--- src/source/cpuPkg.sv ---
`default_nettype none

package cpuPkg;

  localparam int WORD_W    = 32;
  localparam int REG_COUNT = 32;            // Fixed by the 5-bit register fields

  typedef logic [WORD_W-1:0]            word_t;
  typedef logic [$clog2(REG_COUNT)-1:0] regAddr_t;
  typedef logic [15:0]                  imm_t;

  typedef enum logic [5:0] {
    OP_ADD  = 6'h00,
    OP_SUB  = 6'h01,
    OP_MUL  = 6'h02,
    OP_LDB  = 6'h10,
    OP_LDW  = 6'h11,
    OP_STB  = 6'h12,
    OP_STW  = 6'h13,
    OP_BEQ  = 6'h30,
    OP_JUMP = 6'h31
  } opcode_t;

  typedef enum logic [1:0] {
    ALU_ADD = 2'd0,
    ALU_SUB = 2'd1,
    ALU_MUL = 2'd2
  } aluOp_t;

  // Instruction field positions
  localparam int OPCODE_HI = 31;
  localparam int OPCODE_LO = 26;
  localparam int RS_HI     = 25;
  localparam int RS_LO     = 21;
  localparam int RT_HI     = 20;
  localparam int RT_LO     = 16;
  localparam int RD_HI     = 15;
  localparam int RD_LO     = 11;
  localparam int IMM_HI    = 15;
  localparam int IMM_LO    = 0;
  localparam int TARGET_HI = 25;
  localparam int TARGET_LO = 0;

endpackage

`default_nettype wire
--- src/source/regFile.sv ---
`default_nettype none

module regFile import cpuPkg::*; (
  input  logic     clk,
  input  logic     rstN,
  input  regAddr_t rdAddrA,
  input  regAddr_t rdAddrB,
  input  regAddr_t wrAddr,
  input  logic     wrEn,
  input  word_t    wrData,
  output word_t    rdDataA,
  output word_t    rdDataB
);

  word_t regs [1:REG_COUNT-1];   // Register 0 has no storage

  always_ff @(posedge clk or negedge rstN) begin
    if (!rstN) begin
      for (int i = 1; i < REG_COUNT; i++) begin
        regs[i] <= '0;
      end
    end else if (wrEn && wrAddr != '0) begin
      regs[wrAddr] <= wrData;
    end
  end

  // Reads see the value before this cycle's write
  assign rdDataA = (rdAddrA == '0) ? '0 : regs[rdAddrA];
  assign rdDataB = (rdAddrB == '0) ? '0 : regs[rdAddrB];

endmodule

`default_nettype wire

--- config.mk ---
export PLATFORM = sky130hd
export DESIGN_NAME = regFile
export DESIGN_NICKNAME = d
export VERILOG_FILES = /design/src/source/cpuPkg.sv /design/src/source/regFile.sv
export SDC_FILE = /design/constraint.sdc
export NUM_CORES = 2
export LEC_CHECK = 0
export ABC_AREA = 1
export BUFFER_PORTS_ARGS = -buffer_cell sky130_fd_sc_hd__buf_2
export CAP_MARGIN = 20
export CELL_PAD_IN_SITES_DETAIL_PLACEMENT = 0
export CELL_PAD_IN_SITES_GLOBAL_PLACEMENT = 1
export CORE_ASPECT_RATIO = 0.9
export CORE_MARGIN = 2
export CORE_UTILIZATION = 30
export DETAILED_ROUTE_END_ITERATION = 7
export PLACE_DENSITY_LB_ADDON = 0.1
export SETUP_SLACK_MARGIN = 0.1
export SLEW_MARGIN = 20
export SYNTH_ARGS = -nofsm -noshare
export SYNTH_HDL_FRONTEND = slang
export SYNTH_SLANG_ARGS = --single-unit
export TNS_END_PERCENT = 100
--- constraint.sdc ---
create_clock -name clk -period 1.6 [get_ports clk]
set_input_delay 0 -clock clk [delete_from_list [all_inputs] [get_ports clk]]
set_output_delay 0 -clock clk [all_outputs]
set_load 0.01 [all_outputs]
== Word level (Yosys, flattened, before mapping) ==
Index checks and enable logic that the tools add are counted.
Operators by class
  $lt $le $gt $ge: 4
  multiplexer cells: 11
  bitwise gates (word level): 3
  reduce and logical (&&, ||, !) cells: 5
Operators by type and width (number)
  $bwmux 992: 1
  $bmux 32 s5: 2
  $mux 32: 7
  $demux 32 s5: 1
  $ge 6x6->1 const B: 3
  $not 5->6: 3
  $logic_not 5->1: 2
  $lt 6x1->1 const B: 1
  $reduce_bool 5->1: 1
  $logic_and 1x1->1: 2
Word-level totals
  bits in registers: 992
  input port bits: 50
  output and inout port bits: 64
  word-level logic and storage cells: 54

== Logic depth before layout (Yosys ltp) ==
  depth after elaboration: 6
  depth in mapped cells: 14

== Least setup slack after synthesis ==
OpenSTA, ideal clock, no wires.
  path type: input to output
  start: input port rdAddrA[0]
  end: output port rdDataA[5]
  data arrival time: 1.285 ns
  required time: 1.600 ns
  path slack: 0.315 ns
  cell stages on the path: 12
  cells stage by stage: buf_2 -> inv_2 -> clkbuf_1 -> clkbuf_1 -> nand2_1 -> nand2_1 -> nand2_1 -> nand3_1 -> nand3_1 -> nand2_1 -> nand2_1 -> nand2_1
Between the ends
  word-level cells in the longest chain between the ends: 5
  elaborated cells between the ends (all ways): 6
  those cells by class: 4 x mux; 1 x bitwise; 1 x reduce/logical
Ends and longest elaborated chain
  from (decl): RTL line regFile.sv:6  | input regAddr_t rdAddrA,
  $not 5->6 (implied by the code): RTL line regFile.sv:28  | assign rdDataA = (rdAddrA == '0) ? '0 : regs[rdAddrA];
  $bmux 32 s5: RTL line regFile.sv:28
  $mux 32 (implied by the code) (2 in a row): RTL line regFile.sv:28
  $mux 32 *: RTL line regFile.sv:28
  to (decl): RTL line regFile.sv:11  | output word_t rdDataA,
Every way passes the cells marked *; elsewhere a longest branch is shown, timed or not. The select of a mux whose other input is x is not followed.

== Final worst setup path ==
  start: register regs[907] (netlist bit)
  end: output port rdDataB[11]
Between the ends
  word-level cells in the longest chain between the ends: 4
Ends and longest elaborated chain
  from (decl): RTL line regFile.sv:15  | word_t regs [1:REG_COUNT-1];
  from (signal, indexed assignment): RTL line regFile.sv:23  | regs[wrAddr] <= wrData;
  $bmux 32 s5: RTL line regFile.sv:29  | assign rdDataB = (rdAddrB == '0) ? '0 : regs[rdAddrB];
  $mux 32 (implied by the code) (2 in a row): RTL line regFile.sv:29
  $mux 32: RTL line regFile.sv:29
  to (decl): RTL line regFile.sv:12  | output word_t rdDataB
Every way passes these cells. The select of a mux whose other input is x is not followed.

==> metrics.txt <==
Worst Setup End Kind output port; Nets 9594; unrepaired setup endpoints after global routing yes; Final period util 126%; core area 193000 um2; ys async rst share 100%; Synth Cell Area 58500 um2; Cell variety after synth 15; vias post-DR 61900; switching share of power 33.4%; Seq pwr share 39.2%; clk root buf clkbuf_16; r2r worst-path depth 4; GRT Util Overall 29.8%; final setup margin -0.416 ns; area of the multi-input gates 29900 um2; Pre-antenna DRT Iters 5; Worst Hold Launch wrAddr[1]; Crit. Startpoint regs[907]; reg2reg start regs[515]; Clk pwr share 37.4%; syn avg cell area 6.32 um2; # H-tree levels 4; register area 24800 um2; Max Cap Viol 0; CP Class flop to output port; routability cong. 0.861; routed len/inst 24.7 um; synth-to-layout area growth 29.2%; Detail Placement HPWL 195000 um; Num CTS Buffers 132; Achievable Freq 496 MHz; number of synthesized flops with an enable pin 0; Post-Synthesis Cells 9244; Chip Width 469 um; failing checks setup timing; deepest clock path buffer count 3; register area share after synthesis 42.5%; Worst-path clk slew 0.06 ns; vias per cell 5.07; critical path peak fanout 2; worst r2r dst regs[515]; CP Capture Point rdDataB[11]; worst hold path type input port to flop; synthesized flop and latch total 992; Worst Path Arrival 2.02 ns; initial antenna violation count 11; Ports 114; Logic pwr share 23.4%; layout cells sized above 1 16.2%; YS warnings 0; Reg with most FFs regs; total power 0.0861 W; Initial Utilization 30.2%; WL final 302000 um; global-route wire length before repair 433000 um; DRC 0; clock skew 0 ns; global route overflow 0; die span in y 423 um; NetSw 0.0287 W; worst hold slack 0.0591 ns; Die Area 198000 um2; Syn Nets 9294; IO Port Bufs 113; placed instance count 11800; Hold Fails Final Rpt 0; Reg2Reg Setup Slack 0.74 ns; final setup vio count 64; biggest regs regs x992; P_int 0.0573 W; vias in the first global route 58400; number of flip-flops in the largest register 992; number of DRC markers in iteration 0 6227; Worst Max-Slew Pin Slew 0.679 ns; Lkg Pwr 39.2 nW; clk_lat worst skew 0.80 ns; outcome complete, but fails checks; CP Launch Type flop; Max IR drop VDD 1.19 mV; cell row count 153; largest net degree at the start of global routing 88; Post-Layout Cell Count 12200; clock sinks 992; Rel. slew slack 54.7%; fillers 20600; WP data required 1.60 ns; Synth Flop Type dfrtp_1; CTS tree built; minimum clock period 2.02 ns; Detail Route Antenna Nets 0; PD cells 1140 nW/um2; Slew Limit Fails 0
critical path: stages, from the launching register on:
cell and delay [ns]:
dfrtp_1 0.38, inv_1 0.07, nand2_1 0.06, nand3_1 0.08
nand3_1 0.09, nand3_2 0.11, nand2_1 0.08, nand2_1 0.11
nand2_4 0.09, buf_2 0.16
worst min-delay path by stage:
stage / end / slack [ns] / depth (start not counted)
after global placement: regs[95] / 0.04 / 2
after CTS: regs[448] / 0.009 / 7
after floorplan: regs[0] / -0.30 / 0
after global routing: regs[77] / 0.05 / 9
final: regs[78] / 0.06 / 9
after detailed placement: regs[95] / 0.02 / 2
layout make-up:
class | instances | share of cell area [%]
antenna | 4 | 0.0133
clock buffer | 199 | 5.47
clock inverter | 41 | 0.658
inverter | 859 | 4.33
multi-input combinational | 6737 | 39.5
sequential | 992 | 32.9
tap | 2557 | 4.24
timing repair buffer | 822 | 12.9
synthesized netlist by cell type (3+ instances only):
cell,count,share of area (%)
nand2_1,4578,29
nand3_1,1156,9.9
dfrtp_1,992,42
inv_1,845,5.4
o21ai_0,570,4.9
clkbuf_1,445,2.9
a21oi_1,219,1.9
nor2_1,189,1.2
buf_2,149,1.3
buf_1,62,0.40
o21ai_1,15,0.13
inv_2,14,0.090
nor3_1,6,0.051
nor2_2,3,0.032
power by group through the flow:
| stage | Sequential [W] | Clock, W | Combinational, W |
|---|---|---|---|
| CTS | 0.0335 | 0.0328 | 0.0193 |
| floorplan | 0.0328 | 0 | 0.0115 |
| detailed placement | 0.0339 | 0 | 0.0182 |
| global placement | 0.0339 | 0 | 0.0180 |
| finish | 0.0337 | 0.0322 | 0.0201 |
| global route | 0.0343 | 0.0338 | 0.0228 |
cells in the final DEF (no fill, tap or decap), types with 11 or more instances in the layout:
cell type and count:
a21oi_1 207, nand3_2 190, buf_6 62, o21ai_0 551, inv_1 758, nor2_1 164
buf_12 264, dfrtp_1 990, inv_2 93, nand2_1 4361, a21oi_2 12, bufinv_16 11
nand2_4 56, nand2_2 161, clkbuf_16 143, buf_4 407, dlygate4sd3_1 37, o21ai_1 31
clkinv_2 25, nand3_1 958, clkbuf_1 22, clkbuf_8 34, nor2_4 20, buf_2 47
cell families (layout without fill, tap and decap cells):
group / after synthesis / after routing / synth area share (%)
and+or+nand+nor: 5933 / 5933 / 40.6
DFF: 992 / 992 / 42.5
buffers and inverters: 1515 / 1921 / 10.0
AOI/OAI and AO/OA: 804 / 804 / 6.88
other: 0 / 4 / 0
metrics by stage:
step / worst slack [ns] / area [um2] / util (%) / TNS (ns)
global route: -0.544 / 75500 / 39.0 / -29.76
CTS: -0.486 / 74100 / 38.3 / -26.39
detailed placement: -0.0831 / 67500 / 34.9 / -1.10
floorplan: 0.315 / 58500 / - / 0
global placement: -0.0969 / 67500 / 34.9 / -2.55
finish: -0.416 / 75500 / 39.1 / -22.40
layer usage:
layer  wire length, um  GRT usage (%)  share of wire [%]  vias to the layer above
met5                 0              0                  0                        -
met4             10300           9.78                3.4                        0
met3             17800           3.80                5.9                      463
met2            136000           47.6                 45                     2248
met1            138000           41.8                 46                    30100
li1                  -              -                  -                    29100
what timing repair did:
item	4_1_cts	5_1_grt
hold endpoints to repair	1914	140
pin swaps	245	237
gates resized for setup	394	245
endpoints found under the setup margin	64	558
buffers inserted	30	80
hold buffers	37	1
Note: power is estimated with default switching activity, not from simulation.
