File: config.mk
export PLATFORM = sky130hd
export DESIGN_NAME = control_flat
export DESIGN_NICKNAME = d
export VERILOG_FILES = /design/src/source/cpuPkg.sv /design/src/source/ctrlIf.sv /design/src/source/control.sv /design/src/flat_wrapper.sv
export SDC_FILE = /design/constraint.sdc
export NUM_CORES = 1
export LEC_CHECK = 0
export BUFFER_PORTS_ARGS = -buffer_cell sky130_fd_sc_hd__buf_2
export CORE_AREA = 2 2 39 41
export DETAILED_ROUTE_END_ITERATION = 16
export DIE_AREA = 0 0 41 43
export PLACE_DENSITY = 0.33
export SYNTH_ARGS = -nofsm -noshare
export SYNTH_HDL_FRONTEND = slang
export SYNTH_SLANG_ARGS = --single-unit
File: constraint.sdc
create_clock -name vclk -period 2.2
set_input_delay 0.44 -clock vclk [all_inputs]
set_output_delay 0.44 -clock vclk [all_outputs]
set_load 0.05 [all_outputs]
File: src/source/cpuPkg.sv
`default_nettype none

package cpuPkg;

  localparam int WORD_W    = 32;
  localparam int REG_COUNT = 32;            // Fixed by the 5-bit register fields

  typedef logic [WORD_W-1:0]            word_t;
  typedef logic [$clog2(REG_COUNT)-1:0] regAddr_t;
  typedef logic [15:0]                  imm_t;

  typedef enum logic [5:0] {
    OP_ADD  = 6'h00,
    OP_SUB  = 6'h01,
    OP_MUL  = 6'h02,
    OP_LDB  = 6'h10,
    OP_LDW  = 6'h11,
    OP_STB  = 6'h12,
    OP_STW  = 6'h13,
    OP_BEQ  = 6'h30,
    OP_JUMP = 6'h31
  } opcode_t;

  typedef enum logic [1:0] {
    ALU_ADD = 2'd0,
    ALU_SUB = 2'd1,
    ALU_MUL = 2'd2
  } aluOp_t;

  // Instruction field positions
  localparam int OPCODE_HI = 31;
  localparam int OPCODE_LO = 26;
  localparam int RS_HI     = 25;
  localparam int RS_LO     = 21;
  localparam int RT_HI     = 20;
  localparam int RT_LO     = 16;
  localparam int RD_HI     = 15;
  localparam int RD_LO     = 11;
  localparam int IMM_HI    = 15;
  localparam int IMM_LO    = 0;
  localparam int TARGET_HI = 25;
  localparam int TARGET_LO = 0;

endpackage

`default_nettype wire
File: src/source/ctrlIf.sv
`default_nettype none

interface ctrlIf import cpuPkg::*; ();

  logic   regDst;     // Destination is rd, not rt
  logic   branch;
  logic   memRead;
  logic   memToReg;   // Write back load data
  logic   memWrite;
  logic   aluSrc;     // Second operand is the immediate
  logic   regWrite;
  logic   jump;
  logic   word;       // Word access, else byte
  aluOp_t aluOp;

  modport dec (output regDst, branch, memRead, memToReg, memWrite, aluSrc,
               regWrite, jump, word, aluOp);

  modport dp (input regDst, aluSrc, branch, jump, memToReg, regWrite, aluOp);

  modport mem (input memRead, memWrite, word);

endinterface

`default_nettype wire

File: src/source/control.sv
`default_nettype none

module control import cpuPkg::*; (
  input  opcode_t opcode,
  output logic    illegal,
  ctrlIf.dec      ctrl
);

  // {regDst, branch, memRead, memToReg, memWrite, aluSrc, regWrite, jump, word}
  logic [8:0] bits;
  aluOp_t     op;

  always_comb begin
    bits    = '0;
    op      = ALU_ADD;
    illegal = 1'b0;
    case (opcode)
      OP_ADD: begin
        bits = 9'b100000100;
      end
      OP_SUB: begin
        bits = 9'b100000100;
        op   = ALU_SUB;
      end
      OP_MUL: begin
        bits = 9'b100000100;
        op   = ALU_MUL;
      end
      OP_LDB: begin
        bits = 9'b001101100;       // Byte load, sign extended in memory
      end
      OP_LDW: begin
        bits = 9'b001101101;
      end
      OP_STB: begin
        bits = 9'b000011000;
      end
      OP_STW: begin
        bits = 9'b000011001;
      end
      OP_BEQ: begin
        bits = 9'b010000000;
        op   = ALU_SUB;            // Compare through zero flag
      end
      OP_JUMP: begin
        bits = 9'b010000010;       // Branch bit kept, jump wins in next-PC logic
      end
      default: begin
        illegal = 1'b1;            // Acts as a no-op
      end
    endcase
  end

  assign {ctrl.regDst, ctrl.branch, ctrl.memRead, ctrl.memToReg, ctrl.memWrite,
          ctrl.aluSrc, ctrl.regWrite, ctrl.jump, ctrl.word} = bits;
  assign ctrl.aluOp = op;

  // A store never also writes the register file
  always_comb begin
    assert (!(ctrl.memWrite && ctrl.regWrite))
      else $error("control: memWrite and regWrite both set for opcode %h", opcode);
  end

endmodule

`default_nettype wire

File: src/flat_wrapper.sv
// flat-port wrapper written by rule: the top's interface ports become plain ports
module control_flat import cpuPkg::*;
  (opcode, illegal, ctrl_regDst, ctrl_branch, ctrl_memRead, ctrl_memToReg, ctrl_memWrite, ctrl_aluSrc, ctrl_regWrite, ctrl_jump, ctrl_word, ctrl_aluOp);
  ctrlIf ctrl_i ();
  input  opcode_t opcode;
  output logic illegal;
  output wire logic [$bits(ctrl_i.regDst)-1:0] ctrl_regDst;
  output wire logic [$bits(ctrl_i.branch)-1:0] ctrl_branch;
  output wire logic [$bits(ctrl_i.memRead)-1:0] ctrl_memRead;
  output wire logic [$bits(ctrl_i.memToReg)-1:0] ctrl_memToReg;
  output wire logic [$bits(ctrl_i.memWrite)-1:0] ctrl_memWrite;
  output wire logic [$bits(ctrl_i.aluSrc)-1:0] ctrl_aluSrc;
  output wire logic [$bits(ctrl_i.regWrite)-1:0] ctrl_regWrite;
  output wire logic [$bits(ctrl_i.jump)-1:0] ctrl_jump;
  output wire logic [$bits(ctrl_i.word)-1:0] ctrl_word;
  output wire logic [$bits(ctrl_i.aluOp)-1:0] ctrl_aluOp;
  assign ctrl_regDst = ctrl_i.regDst;
  assign ctrl_branch = ctrl_i.branch;
  assign ctrl_memRead = ctrl_i.memRead;
  assign ctrl_memToReg = ctrl_i.memToReg;
  assign ctrl_memWrite = ctrl_i.memWrite;
  assign ctrl_aluSrc = ctrl_i.aluSrc;
  assign ctrl_regWrite = ctrl_i.regWrite;
  assign ctrl_jump = ctrl_i.jump;
  assign ctrl_word = ctrl_i.word;
  assign ctrl_aluOp = ctrl_i.aluOp;
  control u_core (.opcode(opcode), .illegal(illegal), .ctrl(ctrl_i));
endmodule
[Yosys cells after proc, flatten, opt, wreduce, memory -nomap -nowiden]
Cells that the tools add are included.
Word-level totals
  bits in registers: 0
  bits of input ports: 6
  output and inout port bits: 12
Cells by class
  eq/ne operators: 8
  muxes and demuxes: 3
  reduce and logical (&&, ||, !) cells: 4
Operators by type and width (count)
  9-bit case mux with 7 select lines: 1
  6-bit by 5-bit equality test with 1-bit output (second input constant): 4
  6-bit equality test (second input constant): 2
  9-bit OR reduction: 1
  6-bit by 1-bit equality test with 1-bit output (second input constant): 1
  6-bit by 2-bit equality test with 1-bit output (second input constant): 1
  6-bit logical NOT: 1
  2-bit case mux with 2 select lines: 1
  3-bit OR reduction: 1
  2-bit OR reduction: 1
  1-bit two-way mux: 1

[Depth between registers and ports, before layout]
  depth in word-level cells: 3
  depth in mapped cells: 3

[Least setup slack after synthesis]
No wires, ideal clock.
  path kind: in2out
  from: input opcode[5]
  to: output ctrl_memWrite
  arrival: 2927 ps
  required time: 1760 ps
  slack: -1167 ps
  stages: 3
  cell sequence: buf_6 > nor4b_1 > and2_1
On the way
  longest elaborated chain between the ends: 3
  elaborated cells on any way between the ends: 11
  those cells by class: eq/ne (8); mux (1); reduce/logical (2)
RTL lines
  from (decl): line flat_wrapper.sv:5  | input opcode_t opcode;
  6-bit by 1-bit equality test with 1-bit output, or another cell as far along: line control.sv:17  | case (opcode)
  3-bit OR reduction (no source line)
  9-bit case mux with 7 select lines *: line control.sv:17
  to (decl): line flat_wrapper.sv:11  | output wire logic [$bits(ctrl_i.memWrite)-1:0] ctrl_memWrite;
Every way passes the cells marked *; elsewhere a longest branch is shown, timed or not.

[Worst setup path after layout]
  from: input opcode[5]
  to: output ctrl_aluOp[1]
On the way
  longest elaborated chain between the ends: 3
  elaborated cells on any way between the ends: 5
  those cells by class: eq/ne (3); mux (1); reduce/logical (1)
RTL lines
  6-bit by 1-bit equality test with 1-bit output or 6-bit equality test (tied branches): line control.sv:17
  2-bit OR reduction (no source line)
  2-bit case mux with 2 select lines *: line control.sv:17
  to (decl): line flat_wrapper.sv:16  | output wire logic [$bits(ctrl_i.aluOp)-1:0] ctrl_aluOp;
Marks and branches as above.

==> summary.md <==
| Metric | Value |
|---|---|
| IO buf count | 18 |
| Min-delay worst type | in -> out |
| Layout cells sized above 1 | 0.6757 |
| Initial antenna violation count | 0 |
| Max cap viols | 0 |
| Post-DP HPWL | 428.1 um |
| Largest net degree at the start of global routing | 11 |
| DRT antenna net count | 0 |
| Core area | 1384 um2 |
| 1st-iter DRT viols | 0 |
| Syn nets | 28 |
| Remaining Overflow, GRT | 0 |
| Final net count | 45 |
| Fin crit share | 0.9288 |
| Worst setup SP type | primary input |
| Post-CTS Setup Bufs | 0 |
| Status | finished, final reports clean |
| Hold Path Depth | 3 |
| Top cells by area, synth | nor4b_1, a211oi_1, and2_1, nor3b_2, buf_6 |
| Vias per cell | 4.094 |
| Vias | 217 |
| Syn avg cell area | 7.223 um2 |
| WHS Endpoint | ctrl_aluSrc |
| Final min period | 2043 ps |
| RSZ-0062 raised after global routing | false |
| # clk buffers | 0 |
| Die area | 1763 um2 |
| P_leak | 0.1260 nW |
| Area grow syn2layout | 77.95% |
| First-pass GRT wire length | 759 um |
| DRC viols | 0 |
| M3 GR Usage | 0 |
| CP Max Fanout | 9 |
| Filler Cell Count | 157 |
| GRT Resource Usage Total | 0.05594 |
| Cell Count, Final, Fillers Out | 53 |
| Diode count | 0 |
| I/O pin count | 18 |
| Global routing's busiest layer | met2 |
| WL final | 507 um |
| # resized after CTS | 0 |
| Placer congestion estimate | 0.7252 |
| Setup violations, final | 0 |
| Worst Tran Pin Value | 251.4 ps |
| GRT met1 Usage | 0.05696 |
| Highest clock rate | 0.4894 GHz |
| Cell Rows | 14 |
| Max-slew headroom | 0.8335 |
| Worst Setup End Kind | output port |
| Slew Viols, Final | 0 |
| CP arrival | 1600 ps |
| Wire length per cell | 9.566 um |
| Crit Path Category | in -> out |
| Multi-input combinational cell area | 172.7 um2 |
| Drt pass-1 iters | 1 |
| Met2 Use GR | 0.1188 |
| Worst EP required | 1760 ps |
| Area of the mapped netlist | 158.9 um2 |
| Fin. Hold Viols | 0 |
| Initial Util | 0.1148 |
| FF/Latch Area | 0 um2 |
| Final total power | 0.05047 mW |
| Post-Syn Instances | 22 |
| Die Wd | 41 um |
| Placed Instances | 53 |
| Height of the die | 43 um |
| Register area share after synthesis | 0 |
| Share of the synthesized area in the top cell type | 0.1654 |
| Post-CTS Hold Buffers | 0 |
| Hold_sp | opcode[2] |
| Pwr dens | 178.5 nW/um2 |
| YS warnings | 0 |
| FF+latch count | 0 |
| Commonest cells after routing, fill and taps aside | buf_2, and2_1, nor3_1, nor4b_2 |
| Distinct cell type count after synthesis | 16 |
| Maximum VDD drop | 0.02591 mV |
| Setup TNS | 0 ps |
| Yosys top cell by area | nor4b_1 |
| Vias in the first global route | 179 |
| Commonest non-fill, non-tap cell in the layout | buf_2 |
cells in the mapped netlist, drive strengths merged:
cell type,instances
a211oi,2
a21oi,2
and2,2
buf,2
clkbuf,1
nand2,1
nand3b,1
nor3,2
nor3b,1
nor4b,3
o21a,1
o21ai,1
or2,1
or3b,1
or4,1
how the worst max path moves through the flow:
stage | slack (ps) | end | startpoint
floorplan | -310 | ctrl_memToReg | opcode[3]
global placement | 160 | ctrl_aluOp[1] | opcode[5]
detailed placement | 160 | ctrl_aluOp[1] | opcode[5]
CTS | 150 | ctrl_aluOp[1] | opcode[5]
global route | 100 | ctrl_aluOp[1] | opcode[5]
finish | 160 | ctrl_aluOp[1] | opcode[5]
routing by layer:
layer,up-vias,share of wire
li1,116,-
met1,99,0.34
met2,2,0.63
met3,0,0.032
met4,0,0
met5,-,0
cell families (layout without fill, tap and decap cells):
group                  after synthesis  after routing  share of synthesized area
and+or+nand+nor                     13             13                     0.6221
AOI/OAI and AO/OA                    6              6                     0.2362
buffers and inverters                3             18                     0.1417
critical path: stages:
cell	delay (ps)
buf_2	170
or4_4	540
nor3b_2	170
buf_2	280
power breakdown:
| group | internal [mW] | switching, mW | leakage [nW] |
|---|---|---|---|
| sequential | 0 | 0 | 0 |
| combinational | 0.0151 | 0.0354 | 0.126 |
| clock | 0 | 0 | 0 |
| total | 0.0151 | 0.0354 | 0.126 |
layout make-up:
class                      count  area share
multi-input combinational     19      0.6106
tap                           16     0.07080
timing repair buffer          18      0.3186
metrics by stage:
step,hold WS (ps),cell area [um2],util,worst slack (ps)
floorplan,949.8,195.2,-,-307.2
global placement,1267,282.8,0.2043,156.2
detailed placement,1270,282.8,0.2043,158.6
CTS,1272,282.8,0.2043,154.1
global route,1285,282.8,0.2043,98.38
finish,1271,282.8,0.2043,156.6
(Power assumes the default switching activity.)
