$ cat src/source/cpuPkg.sv
`default_nettype none

package cpuPkg;

  localparam int WORD_W    = 32;
  localparam int REG_COUNT = 32;            // Fixed by the 5-bit register fields

  typedef logic [WORD_W-1:0]            word_t;
  typedef logic [$clog2(REG_COUNT)-1:0] regAddr_t;
  typedef logic [15:0]                  imm_t;

  typedef enum logic [5:0] {
    OP_ADD  = 6'h00,
    OP_SUB  = 6'h01,
    OP_MUL  = 6'h02,
    OP_LDB  = 6'h10,
    OP_LDW  = 6'h11,
    OP_STB  = 6'h12,
    OP_STW  = 6'h13,
    OP_BEQ  = 6'h30,
    OP_JUMP = 6'h31
  } opcode_t;

  typedef enum logic [1:0] {
    ALU_ADD = 2'd0,
    ALU_SUB = 2'd1,
    ALU_MUL = 2'd2
  } aluOp_t;

  // Instruction field positions
  localparam int OPCODE_HI = 31;
  localparam int OPCODE_LO = 26;
  localparam int RS_HI     = 25;
  localparam int RS_LO     = 21;
  localparam int RT_HI     = 20;
  localparam int RT_LO     = 16;
  localparam int RD_HI     = 15;
  localparam int RD_LO     = 11;
  localparam int IMM_HI    = 15;
  localparam int IMM_LO    = 0;
  localparam int TARGET_HI = 25;
  localparam int TARGET_LO = 0;

endpackage

`default_nettype wire
$ cat src/source/alu.sv
`default_nettype none

module alu import cpuPkg::*; (
  input  aluOp_t op,
  input  word_t  a,
  input  word_t  b,
  output word_t  result,
  output logic   zero
);

  always_comb begin
    case (op)
      ALU_ADD: result = a + b;       // Also address generation
      ALU_SUB: result = a - b;
      ALU_MUL: result = a * b;       // Low 32 bits of the product
      default: result = '0;
    endcase
  end

  // Equal operands on SUB, used by BEQ
  assign zero = (result == '0);

endmodule

`default_nettype wire

$ cat config.mk
export PLATFORM = sky130hd
export DESIGN_NAME = alu
export DESIGN_NICKNAME = d
export VERILOG_FILES = /design/src/source/cpuPkg.sv /design/src/source/alu.sv
export SDC_FILE = /design/constraint.sdc
export NUM_CORES = 1
export LEC_CHECK = 0
export BUFFER_PORTS_ARGS = -buffer_cell sky130_fd_sc_hd__buf_4
export CAP_MARGIN = 20
export CORE_ASPECT_RATIO = 0.75
export CORE_MARGIN = 2
export CORE_UTILIZATION = 55
export DETAILED_ROUTE_END_ITERATION = 16
export GPL_TIMING_DRIVEN = 0
export PLACE_DENSITY_LB_ADDON = 0.05
export SETUP_SLACK_MARGIN = 0.1
export SLEW_MARGIN = 20
export SYNTH_ARGS = -nofsm -noshare
export SYNTH_HDL_FRONTEND = slang
export SYNTH_SLANG_ARGS = --single-unit
$ cat constraint.sdc
create_clock -name vclk -period 10
set_clock_uncertainty 0.15 [all_clocks]
set_input_delay 0.5 -clock vclk [all_inputs]
set_output_delay 0.5 -clock vclk [all_outputs]
set_load 0.02 [all_outputs]
== Yosys cells after proc, flatten, opt, wreduce, memory -nomap -nowiden ==
Cells that the tools add are included.

* Memories: 0
* Input port bits: 66
* Memory bits (read-only): 0
* Word-level logic and storage cells: 8
* Bits in latches: 0
* Bits in writable memories: 0
* Register bits after elaboration: 0
* Output and inout port bits: 33

* Shifts and indexed selects: 0
* $lt $le $gt $ge: 0
* $add $sub $neg: 2
* Bitwise logic cells: 0
* $mul: 1
* Divide/modulo/power cells: 0
* Mux-type cells: 1
* Reduce and logical (&&, ||, !) cells: 2
* Equal/unequal tests: 2

{| class="wikitable"
|+ Operators with widths
! kind !! number
|-
| $pmux 32 s3 || 1
|-
| $add 32x32->32 || 1
|-
| $logic_not 32->1 || 1
|-
| $mul 32x32->32 || 1
|-
| $sub 32x32->32 || 1
|-
| $eq 2x1->1 const B || 1
|-
| $eq 2x2->1 const B || 1
|-
| $logic_not 2->1 || 1
|}

== Depth between registers and ports, before layout ==
Gate-level depths: netlist of the first run.

* Depth in word-level cells: 3
* Gate-level depth with buffers: 29

== Least setup slack after synthesis of the first run ==
Ideal clock, no wire load.

* Path kind: input to output
* Start point: input port b[4]
* End point: output port zero
* Setup slack: 1.349 ns
* Cell stages on the path: 27
* Buffers on the path: 2
* Data arrival time: 8.001 ns
* Data required time: 9.350 ns
* Cell sequence: clkbuf_1 -> clkbuf_1 -> and2_1 -> fa_1 -> inv_1 -> fa_1 -> fa_1 -> inv_1 -> fa_1 -> ha_1 -> ha_1 -> inv_1 -> fa_1 -> inv_1 -> fa_1 -> ha_1 -> o21a_1 -> nor2_1 -> mux2i_1 -> o21ai_1 -> a211o_1 -> or4_1 -> or4_1 -> or4_1 -> or4_1 -> nor4_1 -> and4b_1

* Longest elaborated chain between the ends: 3
* Elaborated cells on any way between the ends: 5

{| class="wikitable"
|+ Ends and longest elaborated chain
! item !! line !! source
|-
| start, declared || alu.sv:6 || <nowiki>input word_t b,</nowiki>
|-
| $mul 32x32->32, or another cell as far along || alu.sv:15 || <nowiki>ALU_MUL: result = a * b;</nowiki>
|-
| $pmux 32 s3 * || alu.sv:12 || <nowiki>case (op)</nowiki>
|-
| named net result[10] || alu.sv:7 || <nowiki>output word_t result,</nowiki>
|-
| $logic_not 32->1 * || alu.sv:21 || <nowiki>assign zero = (result == '0);</nowiki>
|-
| end, declared || alu.sv:8 || <nowiki>output logic zero</nowiki>
|}

Mark *: on every way through the listed nets, which the timed path passes. The rest lies on a longest branch.

== Worst setup path after layout of the first run ==
* Start point: input port a[4]
* End point: output port zero

* Longest elaborated chain between the ends: 3
* Elaborated cells on any way between the ends: 5

{| class="wikitable"
|+ Ends and longest elaborated chain
! item !! line !! source
|-
| start, declared || alu.sv:5 || <nowiki>input word_t a,</nowiki>
|-
| $mul 32x32->32, or another cell as far along || alu.sv:15 ||
|-
| $pmux 32 s3 * || alu.sv:12 ||
|-
| $logic_not 32->1 * || alu.sv:21 ||
|}

Every way passes the cells marked *; elsewhere a longest branch is shown, timed or not.

==> flow_summary.toml, run 1 <==
[run_status]
outcome = "complete, no violations"

[worst_setup_path]
path_class = "input pin to primary output"
required_ns = 9.35
critPathMaxFanout = 11
crit_path_max_incr_delay_ns = 0.55
worst_path_most_repeated_cell = "fa_1"
cpMaxStageDelayCell = "or4_1"
worst_ep_arrival_time_ns = 9.04
start_kind = "input pin"
cp-end-kind = "primary output"
startpoint = "a[4]"

[routing]
drt_iter0_drc = 1465
ant_nets = 0
vias = 15650
drc = 0
dr.pass1.iters = 5
viasPerCell = 5.860
drt-total-wl_um = 67430
post_drt_wl_per_cell_um = 25.25

[global_route]
track_usage = 0.3955
grt_overflow = 0
antenna_found_initial = 5
use_met1 = 0.5605
use_met3 = 0.1201
grt_max_degree = 13
grt_use_met2 = 0.5735
grt.busiest_layer = "met2"
grt_pass1_wl_um = 100900
grt_pass1_vias = 16070

[timing]
fmax_mhz = 103.2
timing_worst_slew_pin_value_ns = 1.113
slew_headroom = 0.2578
slew_violations = 0
period_share = 0.9692
fin_ws_ns = 0.3078
min_period_ns = 9.692
rsz0062_at_grt = "false"
setup_viol = 0
final-hold-violation-count = 0

[logic_synthesis]
postSynthCellCount = 2136
avgSynthCellArea_sq_um = 8.642
ys_warn_count = 0
synth_cell_type_count = 67
syn_nets = 2767
synth-seq-area-share = 0
synth_area_sq_um = 18460

[cells_and_area]
most-common-layout-cells = "409 x fa_1, 391 x inv_1, 315 x and2_1"
drive_above_1_share = 0.07394
final_common_cell = "fa_1"
clock_buffers = 0
regArea_sq_um = 0
seq_cells = 0
fill_cells = 3114
fin_util = 0.5935
synthToLayoutAreaGrowth_pct = 7.090
nets = 2851
finalInstanceArea_sq_um = 19770

[clock_tree]
holdBufCountCts = 0
cts_setup_buffers = 0

[min_path]
hold_path_class = "input pin to primary output"
min_from = "op[1]"

[placed_design]
dpl.hpwl_um = 55920
place_congestion = 0.9799
placed_area_sq_um = 19730
post-place-ws_ns = -0.3523
port_buffers = 92

[flow_run]
cap_violations = 0

[floorplanning]
fp-row-count = 58
num_io_pins = 99
die_x_um = 215.5
die_h_um = 162.7
dieArea_sq_um = 35060
start_util = 0.5542
core-area_sq_um = 33310
==> logic make-up after synthesis <==
logic type / synth area share
muxes: 0.003321
xor gates and xnor gates: 0.06215
adders and majority gates: 0.5493
buffers and inverters: 0.1023
AOI/OAI and AO/OA: 0.07788
and+or+nand+nor: 0.2051
==> Yosys cell counts, types with 3 or more instances <==
library cell | n | share of area
nand2_1 | 257 | 0.052
a41oi_1 | 5 | 0.0024
o21bai_1 | 5 | 0.0020
a211oi_1 | 10 | 0.0041
o31ai_1 | 13 | 0.0053
o21ai_0 | 28 | 0.0076
o211ai_1 | 7 | 0.0028
a211o_1 | 6 | 0.0028
a31oi_1 | 5 | 0.0017
buf_1 | 3 | 0.00061
o22ai_1 | 13 | 0.0044
o41ai_1 | 4 | 0.0019
nand4_1 | 5 | 0.0017
a21oi_1 | 43 | 0.012
inv_1 | 391 | 0.080
or4_4 | 4 | 0.0024
or3_1 | 14 | 0.0047
and2_1 | 315 | 0.11
a22o_1 | 3 | 0.0014
and3_1 | 12 | 0.0041
nor2b_1 | 8 | 0.0027
buf_2 | 3 | 0.00081
o21ai_1 | 5 | 0.0014
nand2b_1 | 10 | 0.0034
xnor2_1 | 77 | 0.037
nor3_1 | 14 | 0.0038
nand3_1 | 16 | 0.0043
mux2i_1 | 5 | 0.0027
o2111ai_1 | 3 | 0.0014
nor2_1 | 50 | 0.010
or4_1 | 7 | 0.0028
or2_2 | 5 | 0.0017
o21a_1 | 15 | 0.0061
a21o_1 | 18 | 0.0073
clkbuf_1 | 102 | 0.021
xor2_1 | 54 | 0.026
ha_1 | 156 | 0.11
fa_1 | 409 | 0.44
==> layout make-up <==
type | count | area, sq um | share of cell area
Multi-Input combinational cell | 1636 | 16580 | 0.8389
Inverter | 391 | 1468 | 0.07424
Timing Repair Buffer | 93 | 698.2 | 0.03532
Tap cell | 450 | 563.0 | 0.02848
Buffer | 98 | 447.9 | 0.02266
Antenna cell | 3 | 7.507 | 0.0003797
==> stage by stage <==
step	TNS (ns)	instances	hold WS [ns]
finish	0	2671	1.328
global route	0	2669	1.348
CTS	0	2674	1.330
detailed placement	-0.3523	2679	1.334
global placement	-0.6388	2678	1.332
floorplan	0	2136	1.083
==> final timing paths <==
check	slack [ns]	end	cells after the start
hold / removal	1.33	result[1]	4
setup / recovery	0.31	zero	28
==> what timing repair did <==
action	4_1_cts	5_1_grt
endpoints found under the setup margin	1	1
gates resized for setup	13	81
gates cloned	0	0
==> per-layer routing <==
metal  up-vias  share of wire
met2       870           0.41
met5         -              0
met4         0          0.043
met3       149           0.13
li1       6703              -
met1      7930           0.42
==> critical path: cells and delay by family <==
family,cells,cell delay [ns]
fa+ha+maj,9,3.66
simple gates,7,2.54
compound gates,4,0.94
buf+inv,7,0.93
xor+xnor,1,0.44
==> inputs of run 2 (changes only) <==
clock period = 12.5 ns   (was 10 ns; I/O delays follow)
==> run 2 against run 1 <==
  * Utilization shrank 0.060 points
  * Via count grew 0.64%
  * Critical path type unchanged
  * Wire length grew 0.49%
  * Cell area shrank 0.10%
  * Non-clock buffer count grew 12
==> flow_summary.toml, run 2 (synthesized netlist as in run 1, its figures left out) <==
[timing]
fin_tns_setup_ns = 0
rsz0062_at_grt = "false"
slew_violations = 0
setup_viol = 0
slew_headroom = 0.1884
min_period_ns = 10.85
fmax_mhz = 92.18
timing_worst_slew_pin_value_ns = 1.217
period_share = 0.8678
final-hold-violation-count = 0

[worst_setup_path]
critPathMaxFanout = 10
path_buf_inv = 7
worst_ep_arrival_time_ns = 10.07
cp-end-kind = "primary output"
cpMaxStageDelayCell = "clkbuf_1"
start_kind = "input pin"
required_ns = 11.73
worst_path_most_repeated_cell = "fa_1"
crit_path_max_incr_delay_ns = 0.96
path_class = "input pin to primary output"
critPathTopFamily = "adder cells"

[global_route]
grt_pass1_wl_um = 101000
grt_overflow = 0
grt_pass1_vias = 16160
track_usage = 0.3957
antenna_found_initial = 5
grt_max_degree = 11

[floorplanning]
die_x_um = 215.5
die_h_um = 162.7
fp-row-count = 58
dieArea_sq_um = 35060
start_util = 0.5542
core-area_sq_um = 33310
num_io_pins = 99

[cells_and_area]
fill_cells = 3108
synthToLayoutAreaGrowth_pct = 6.981
most-common-layout-cells = "409 x fa_1, 391 x inv_1, 315 x and2_1"
seq_cells = 0
nets = 2863
regArea_sq_um = 0
clock_buffers = 0
drive_above_1_share = 0.05291
final_common_cell = "fa_1"

[placed_design]
port_buffers = 92
place_congestion = 0.9799
dpl.hpwl_um = 55920

[routing]
drt-total-wl_um = 67760
viasPerCell = 5.869
ant_nets = 0
vias = 15750
drt_iter0_drc = 1360
dr.pass1.iters = 5
drc = 0
post_drt_wl_per_cell_um = 25.25

[clock_tree]
cts_setup_buffers = 0
holdBufCountCts = 0
post_cts_resized = 0

[flow_run]
cap_violations = 0

[run_status]
outcome = "complete, no violations"

[min_path]
hold_path_class = "input pin to primary output"
[run 2: final cells by class]
cell class / instances / area [sq um] / share of cell area
timing repair buffer: 94 / 709.4 / 0.03592
tap: 450 / 563.0 / 0.02851
antenna: 4 / 10.01 / 0.0005068
buffer: 109 / 421.7 / 0.02135
inverter: 391 / 1468 / 0.07432
multi-input combinational: 1636 / 16580 / 0.8394
[run 2: worst paths after layout]
kind	cells past startpoint	end	slack, ns	startpoint
setup / recovery	27	zero	1.65	a[3]
hold / removal	4	result[1]	1.59	op[1]
[run 2: metrics by stage]
step | std cells | utilization | hold WS, ns | instance area (sq um) | worst slack [ns]
floorplan | 2136 | - | 1.333 | 18460 | 3.599
global placement | 2678 | 0.5918 | 1.582 | 19710 | 1.821
detailed placement | 2679 | 0.5922 | 1.584 | 19730 | 1.898
CTS | 2679 | 0.5922 | 1.580 | 19730 | 1.845
global route | 2681 | 0.5927 | 1.598 | 19740 | 1.463
finish | 2684 | 0.5929 | 1.588 | 19750 | 1.652
[run 2: per-layer routing]
metal | track usage | routed length (um) | part of all wire | up-vias
met4 | 0.1451 | 2971 | 0.044 | 0
met3 | 0.1318 | 9055 | 0.13 | 152
met1 | 0.5514 | 28020 | 0.41 | 7957
li1 | - | - | - | 6720
met2 | 0.5760 | 27720 | 0.41 | 923
met5 | 0 | 0 | 0 | -
