==> config.mk <==
export PLATFORM = sky130hd
export DESIGN_NAME = dataMem_flat
export DESIGN_NICKNAME = d
export VERILOG_FILES = /design/src/source/cpuPkg.sv /design/src/source/ctrlIf.sv /design/src/source/dataMem.sv /design/src/flat_wrapper.sv
export SDC_FILE = /design/constraint.sdc
export NUM_CORES = 2
export LEC_CHECK = 0
export BUFFER_PORTS_ARGS = -buffer_cell sky130_fd_sc_hd__clkbuf_2
export CAP_MARGIN = 0
export CORE_UTILIZATION = 44
export CTS_CLUSTER_SIZE = 14
export DETAILED_ROUTE_END_ITERATION = 10
export MAX_ROUTING_LAYER = met4
export PLACE_DENSITY_LB_ADDON = 0.1
export SETUP_SLACK_MARGIN = 0.3
export SLEW_MARGIN = 15
export SYNTH_ARGS = -nofsm -noshare
export SYNTH_HDL_FRONTEND = slang
export SYNTH_SLANG_ARGS = --single-unit
==> constraint.sdc <==
create_clock -name clk -period 5 [get_ports clk]
set_clock_uncertainty 0.1 [all_clocks]
set_input_delay 0.25 -clock clk [delete_from_list [all_inputs] [get_ports clk]]
set_output_delay 0.25 -clock clk [all_outputs]
set_load 0.01 [all_outputs]
==> src/source/cpuPkg.sv <==
`default_nettype none

package cpuPkg;

  localparam int WORD_W    = 32;
  localparam int REG_COUNT = 32;            // Fixed by the 5-bit register fields

  typedef logic [WORD_W-1:0]            word_t;
  typedef logic [$clog2(REG_COUNT)-1:0] regAddr_t;
  typedef logic [15:0]                  imm_t;

  typedef enum logic [5:0] {
    OP_ADD  = 6'h00,
    OP_SUB  = 6'h01,
    OP_MUL  = 6'h02,
    OP_LDB  = 6'h10,
    OP_LDW  = 6'h11,
    OP_STB  = 6'h12,
    OP_STW  = 6'h13,
    OP_BEQ  = 6'h30,
    OP_JUMP = 6'h31
  } opcode_t;

  typedef enum logic [1:0] {
    ALU_ADD = 2'd0,
    ALU_SUB = 2'd1,
    ALU_MUL = 2'd2
  } aluOp_t;

  // Instruction field positions
  localparam int OPCODE_HI = 31;
  localparam int OPCODE_LO = 26;
  localparam int RS_HI     = 25;
  localparam int RS_LO     = 21;
  localparam int RT_HI     = 20;
  localparam int RT_LO     = 16;
  localparam int RD_HI     = 15;
  localparam int RD_LO     = 11;
  localparam int IMM_HI    = 15;
  localparam int IMM_LO    = 0;
  localparam int TARGET_HI = 25;
  localparam int TARGET_LO = 0;

endpackage

`default_nettype wire
==> src/source/ctrlIf.sv <==
`default_nettype none

interface ctrlIf import cpuPkg::*; ();

  logic   regDst;     // Destination is rd, not rt
  logic   branch;
  logic   memRead;
  logic   memToReg;   // Write back load data
  logic   memWrite;
  logic   aluSrc;     // Second operand is the immediate
  logic   regWrite;
  logic   jump;
  logic   word;       // Word access, else byte
  aluOp_t aluOp;

  modport dec (output regDst, branch, memRead, memToReg, memWrite, aluSrc,
               regWrite, jump, word, aluOp);

  modport dp (input regDst, aluSrc, branch, jump, memToReg, regWrite, aluOp);

  modport mem (input memRead, memWrite, word);

endinterface

`default_nettype wire

==> src/source/dataMem.sv <==
`default_nettype none

module dataMem import cpuPkg::*; #(
  parameter int MEM_BYTES = 256
) (
  input  logic  clk,
  input  logic  rstN,
  input  word_t addr,
  input  word_t wrData,
  output word_t rdData,
  ctrlIf.mem    ctrl
);

  localparam int ADDR_W = $clog2(MEM_BYTES);

  if (MEM_BYTES < 4 || (MEM_BYTES & (MEM_BYTES - 1)) != 0) begin : gSizeCheck
    $error("dataMem: MEM_BYTES must be a power of two, at least 4");
  end

  logic [7:0]        mem [MEM_BYTES];
  logic [ADDR_W-1:0] byteIdx;       // Address modulo memory size
  logic [ADDR_W-3:0] wordBase;      // Low two bits dropped for words
  word_t             wordVal;
  word_t             byteVal;

  assign byteIdx  = addr[ADDR_W-1:0];
  assign wordBase = byteIdx[ADDR_W-1:2];

  // Little-endian word assembly
  assign wordVal = {mem[{wordBase, 2'd3}], mem[{wordBase, 2'd2}],
                    mem[{wordBase, 2'd1}], mem[{wordBase, 2'd0}]};
  assign byteVal = {{24{mem[byteIdx][7]}}, mem[byteIdx]};

  assign rdData = !ctrl.memRead ? '0 : (ctrl.word ? wordVal : byteVal);

  always_ff @(posedge clk or negedge rstN) begin
    if (!rstN) begin
      for (int i = 0; i < MEM_BYTES; i++) begin
        mem[i] <= '0;
      end
    end else if (ctrl.memWrite) begin
      if (ctrl.word) begin
        mem[{wordBase, 2'd0}] <= wrData[7:0];
        mem[{wordBase, 2'd1}] <= wrData[15:8];
        mem[{wordBase, 2'd2}] <= wrData[23:16];
        mem[{wordBase, 2'd3}] <= wrData[31:24];
      end else begin
        mem[byteIdx] <= wrData[7:0];      // Single byte only
      end
    end
  end

  assert property (@(posedge clk) disable iff (!rstN) !(ctrl.memRead && ctrl.memWrite))
    else $error("dataMem: read and write requested together");

endmodule

`default_nettype wire

==> src/flat_wrapper.sv <==
// flat-port wrapper written by rule: the top's interface ports become plain ports
module dataMem_flat import cpuPkg::*;
#(
  parameter int MEM_BYTES = 256
)
  (clk, rstN, addr, wrData, rdData, ctrl_memRead, ctrl_memWrite, ctrl_word);
  ctrlIf ctrl_i ();
  input  logic clk;
  input  logic rstN;
  input  word_t addr;
  input  word_t wrData;
  output word_t rdData;
  input wire logic [$bits(ctrl_i.memRead)-1:0] ctrl_memRead;
  input wire logic [$bits(ctrl_i.memWrite)-1:0] ctrl_memWrite;
  input wire logic [$bits(ctrl_i.word)-1:0] ctrl_word;
  assign ctrl_i.memRead = ctrl_memRead;
  assign ctrl_i.memWrite = ctrl_memWrite;
  assign ctrl_i.word = ctrl_word;
  dataMem #(.MEM_BYTES(MEM_BYTES)) u_core (.clk(clk), .rstN(rstN), .addr(addr), .wrData(wrData), .rdData(rdData), .ctrl(ctrl_i));
endmodule
Word level (Yosys, flattened, before mapping). Cells that the tools add are included.

Flip-flop bits (word level): 2048. Output and inout bits: 32.

Magnitude comparators: 10. Muxes and demuxes: 33. Bitwise logic cells: 5. Reduce and logical (&&, ||, !) cells: 5.

Operators by type and width (number): $bwmux W2048 (5); $mux W2048 (1); $bmux W8 S8 (5); $demux W8 S8 (5); $mux W8 (15); $mux W32 (2); $ge A9 B9 Y1 const B (5); $lt A9 B1 Y1 const B (5); $not A8 Y9 (5); $logic_and A1 B1 Y1 (5).

Depth between registers and ports, before layout.
Word-level depth: 10. Mapped depth: 14. Gate-level depth less buffers: 7.

Least setup slack after synthesis. No wires, ideal clock.

Kind: input to output. Start point: in addr[3]. End point: out rdData[4]. Arrival time: 2671 ps. Required time: 4650 ps. Path slack: 1979 ps. Cell stages on the path: 9. Path buffers: 3. Path through: buf_2 > buf_2 > buf_1 > mux4_2 > mux4_2 > a2111oi_2 > o22ai_1 > a311oi_1 > a41oi_1.

Cells in the longest elaborated chain, start to end: 6. Elaborated cells between the ends (all ways): 10. Classes of those cells: mux (8); bitwise (2).

RTL lines: from (decl) (RTL line flat_wrapper.sv:10) `input word_t addr;`; $not A8 Y9 (on tied branches) (RTL line dataMem.sv:32, dataMem.sv:31); $bmux W8 S8 (on tied branches) (RTL line dataMem.sv:32, dataMem.sv:31); $mux W8 (on tied branches) (2 in series) (RTL line dataMem.sv:32, dataMem.sv:31); $mux W32 (*) (2 in series) (RTL line dataMem.sv:34) `assign rdData = !ctrl.memRead ? '0 : (ctrl.word ? wordVal : byteVal);`; to (decl) (RTL line flat_wrapper.sv:12) `output word_t rdData;`.

Mark *: on every way between the ends. The rest lies on a longest branch, timed or not. The select of a mux whose other input is x is not followed.

Worst setup path in the final report.
Start point: reg u_core.mem[658] (netlist name). End point: out rdData[2].

Cells in the longest elaborated chain, start to end: 5. Elaborated cells between the ends (all ways): 8. Classes of those cells: mux (8).

RTL lines: from (decl) (RTL line dataMem.sv:20) `logic [7:0] mem [MEM_BYTES];`; from (signal, indexed assignment) (RTL line dataMem.sv:43) `mem[{wordBase, 2'd0}] <= wrData[7:0];`; from (signal, indexed assignment) (RTL line dataMem.sv:44) `mem[{wordBase, 2'd1}] <= wrData[15:8];`; from (signal, indexed assignment) (RTL line dataMem.sv:45) `mem[{wordBase, 2'd2}] <= wrData[23:16];`; $bmux W8 S8 (on tied branches) (RTL line dataMem.sv:32, dataMem.sv:31); $mux W8 (on tied branches) (2 in series) (RTL line dataMem.sv:32, dataMem.sv:31); $mux W32 (*) (2 in series) (RTL line dataMem.sv:34).

Marks and branches as above.

==> flow_summary.toml <==
[critical_path]
worst-r2r-cell-count = 1
required_ns = 4.65
slowest_delay_ns = 0.67
reg2reg_from = "u_core.mem[1599]"
critPathLaunchType = "flop"
worstPathArrival_ns = 4.26
path_cells = "mux4_2, mux2i_1, nor3_1, nor4_4, nor2_1, a2111oi_1, a32oi_1, clkbuf_2"
crit_family = "simple AND/OR/NAND/NOR gates"
r2r_end = "u_core.mem[1599]"
critPathLaunch = "u_core.mem[658]"
path_buf_inv = 1
cp_slowest_cell = "nor4_4"
r2r_slack_ns = 3.93
crit_type = "reg2out"
cp-end-kind = "output port"
crit_path_max_fanout = 2

[route]
wl_per_cell_um = 33.35
via_per_inst = 6.125
ant_nets = 0
finalWirelength_um = 378300
drc = 0
vias = 69479
dr.pass1.iters = 5
drt_iter0_drc = 7387

[pwr]
irDropWorstVdd_v = 0.0003635
power_density_mw_per_mm2 = 375.0
p_leak_nw = 47.55

[cts]
cts_tree = "done"
clockRootBuffer = "clkbuf_16"
clkTransAtPathRegs_ns = 0.06
postCtsSetupBuffers = 0
clk_latency_ns = 0.91
cts.path.max_buffers = 3
htree_levels = 4
cts_sinks = 2048
numCtsBuffers = 220

[floorplanning]
dieArea_mm2 = 0.2181
boundaryPins = 101
rows = 170
core-area_mm2 = 0.2148
start_util = 0.4429
fp.dieW_um = 467.0
die_h_um = 467.0

[synthesis]
synth_area_per_cell_um2 = 11.56
synth-seq-cells = 2048
syn_nets = 8299
ys.flop_type = "dfrtp_1"
ys_types = 72
netlist_instances = 8230
synth_edf_count = 0
synthArstFlopShare = 1.000
yosys_warnings = 0
yosysSeqAreaShare = 0.5386
netlist_area_mm2 = 0.09515

[hold_path]
worstHoldStart = "wrData[8]"
worstHoldEndpoint = "u_core.mem[784]"
hold_depth = 4
hold_path.class = "in2reg"

[timing]
slew_headroom = 0.1089
final.setup.tns_ns = 0
drv_slew = 0
rsz0062_at_grt = "no"
tightest_slew_ns = 1.331
timing.fmax_mhz = 216.8
setup_viol = 0
fin_crit_ns = 4.613
min_period_over_period = 0.9226
hold_viol = 0
timing.final.ws_setup_ns = 0.3870

[cells_and_area]
seqCellArea_mm2 = 0.05125
drive_gt1_frac = 0.2477
largest_reg_flops = 2048
fin_nets = 8379
final_area_mm2 = 0.1081
syn_to_final_growth_pct = 13.61
fill_cells = 19225
multiInputGateArea_mm2 = 0.04105
largest_register = "u_core.mem"
top_regs = "u_core.mem: 2048 flops"

[global_routing]
grt_max_degree = 161
grt_pass1_wl_um = 536600
grt_pass1_vias = 67941
grt_use_total = 0.3619
grt_antenna_before_repair = 17
grt-ovfl-total = 0

[job]
maxCapViolations = 0

[placed_design]
portBuffers = 76
dp.final_hpwl_um = 275400
place_congestion = 1.045
placed_cell_area_mm2 = 0.1003
place_ws_ns = 0.6002

[status]
outcome = "completed"
-- cell usage after synthesis (24+ instances only) --
master,count,share of area
mux2_2,540,0.064
nor2b_1,24,0.0016
nand2_1,1980,0.078
a22oi_1,100,0.0079
mux4_2,628,0.15
clkbuf_1,475,0.019
mux2i_1,104,0.011
a21oi_1,81,0.0043
nor3_1,24,0.0013
buf_4,38,0.0030
buf_2,110,0.0058
dfrtp_1,2048,0.54
nor2_1,123,0.0049
buf_6,30,0.0036
buf_1,26,0.0010
o21ai_0,1579,0.083
nand3_1,29,0.0015
-- report_power, final --
group	leakage (nW)	internal (mW)	switching, mW	total (mW)
Clock	3.72	9.94	7.16	17.1
Sequential	28.0	17.8	0.737	18.6
Combinational	15.8	1.86	2.99	4.85
Total	47.5	29.6	10.9	40.5
-- worst min-delay path: cells and delay by family --
family,cells,cell delay [ns]
AO/OA/AOI/OAI,2,0.32
buffers and inverters,2,0.45
-- placed cells by master, fill, tap and decap left out, types with 10 or more instances in the layout --
| cell | Yosys | layout |
|---|---|---|
| a22oi_1 | 100 | 76 |
| bufinv_16 | 0 | 23 |
| clkbuf_2 | 0 | 66 |
| o21ai_0 | 1579 | 1579 |
| nor3_1 | 24 | 23 |
| a31oi_1 | 15 | 15 |
| nor2b_1 | 24 | 19 |
| dlygate4sd3_1 | 0 | 13 |
| a221oi_1 | 16 | 16 |
| mux2i_1 | 104 | 103 |
| o21ai_1 | 15 | 15 |
| and2_1 | 14 | 14 |
| buf_4 | 38 | 401 |
| clkbuf_1 | 475 | 52 |
| a21oi_1 | 81 | 81 |
| and3_1 | 20 | 20 |
| a211oi_1 | 22 | 22 |
| nor2_1 | 123 | 118 |
| o22ai_1 | 14 | 14 |
| nand3_1 | 29 | 29 |
| clkbuf_8 | 0 | 40 |
| a22oi_2 | 0 | 24 |
| o211ai_1 | 15 | 15 |
| nand2_1 | 1980 | 1980 |
| diode_2 | 0 | 11 |
| buf_12 | 0 | 49 |
| clkinv_2 | 0 | 48 |
| a311oi_1 | 11 | 11 |
| a22o_1 | 20 | 20 |
| clkbuf_16 | 0 | 221 |
| dfrtp_1 | 2048 | 2048 |
| mux4_2 | 628 | 628 |
| mux2_2 | 540 | 540 |
| nand4_1 | 10 | 10 |
-- routing by layer --
layer / share of wire / vias up / global-route usage
li1: - / 29637 / -
met1: 0.42 / 36231 / 0.4898
met2: 0.44 / 2784 / 0.5222
met3: 0.072 / 827 / 0.06477
met4: 0.062 / 0 / 0.1873
met5: 0 / - / -
-- layout make-up --
cell class	count	share of cell area
Antenna cell	11	0.0002546
Tap cell	2838	0.03285
Clock inverter	95	0.01251
Inverter	8	0.0003472
Timing Repair Buffer	539	0.04229
Sequential cell	2048	0.4741
Clock buffer	312	0.05793
Multi-Input combinational cell	5493	0.3797
-- repair_timing --
item | CTS | global route
resized for setup | 1 | 0
hold buffers | 14 | 0
endpoints found under the setup margin | 1 | 0
endpoints found under the hold margin | 730 | 0
-- cells by family (layout without fill, tap and decap cells) --
| kind of cell | after synthesis | count (layout) | synth area share |
|---|---|---|---|
| DFF | 2048 | 2048 | 0.5386 |
| AOI/OAI and AO/OA | 1964 | 1964 | 0.1124 |
| buffers and inverters | 689 | 954 | 0.03273 |
| other | 0 | 11 | 0 |
| muxes | 1273 | 1273 | 0.2236 |
| and+or+nand+nor | 2256 | 2256 | 0.09265 |
-- worst max-delay path by stage --
stage,endpoint,slack (ns),cells past startpoint
4_1_cts,rdData[2],0.43,8
5_1_grt,rdData[2],0.41,8
3_5_place_dp,rdData[2],0.60,10
3_3_place_gp,rdData[0],0.61,11
2_1_floorplan,rdData[4],1.98,9
6_report,rdData[2],0.39,8
-- per-stage QoR --
stage | hold WS, ns | power [mW] | instances | util
global route | 0.04302 | 41.93 | 11339 | 0.5031
finish | 0.04164 | 40.54 | 11344 | 0.5032
CTS | 0.01954 | 40.80 | 11333 | 0.5031
detailed placement | 0.1613 | 23.64 | 10912 | 0.4669
global placement | 0.1445 | 23.48 | 10912 | 0.4669
floorplan | -0.1456 | 21.34 | 8230 | -
No activity file was read; power rests on OpenSTA's default activity.
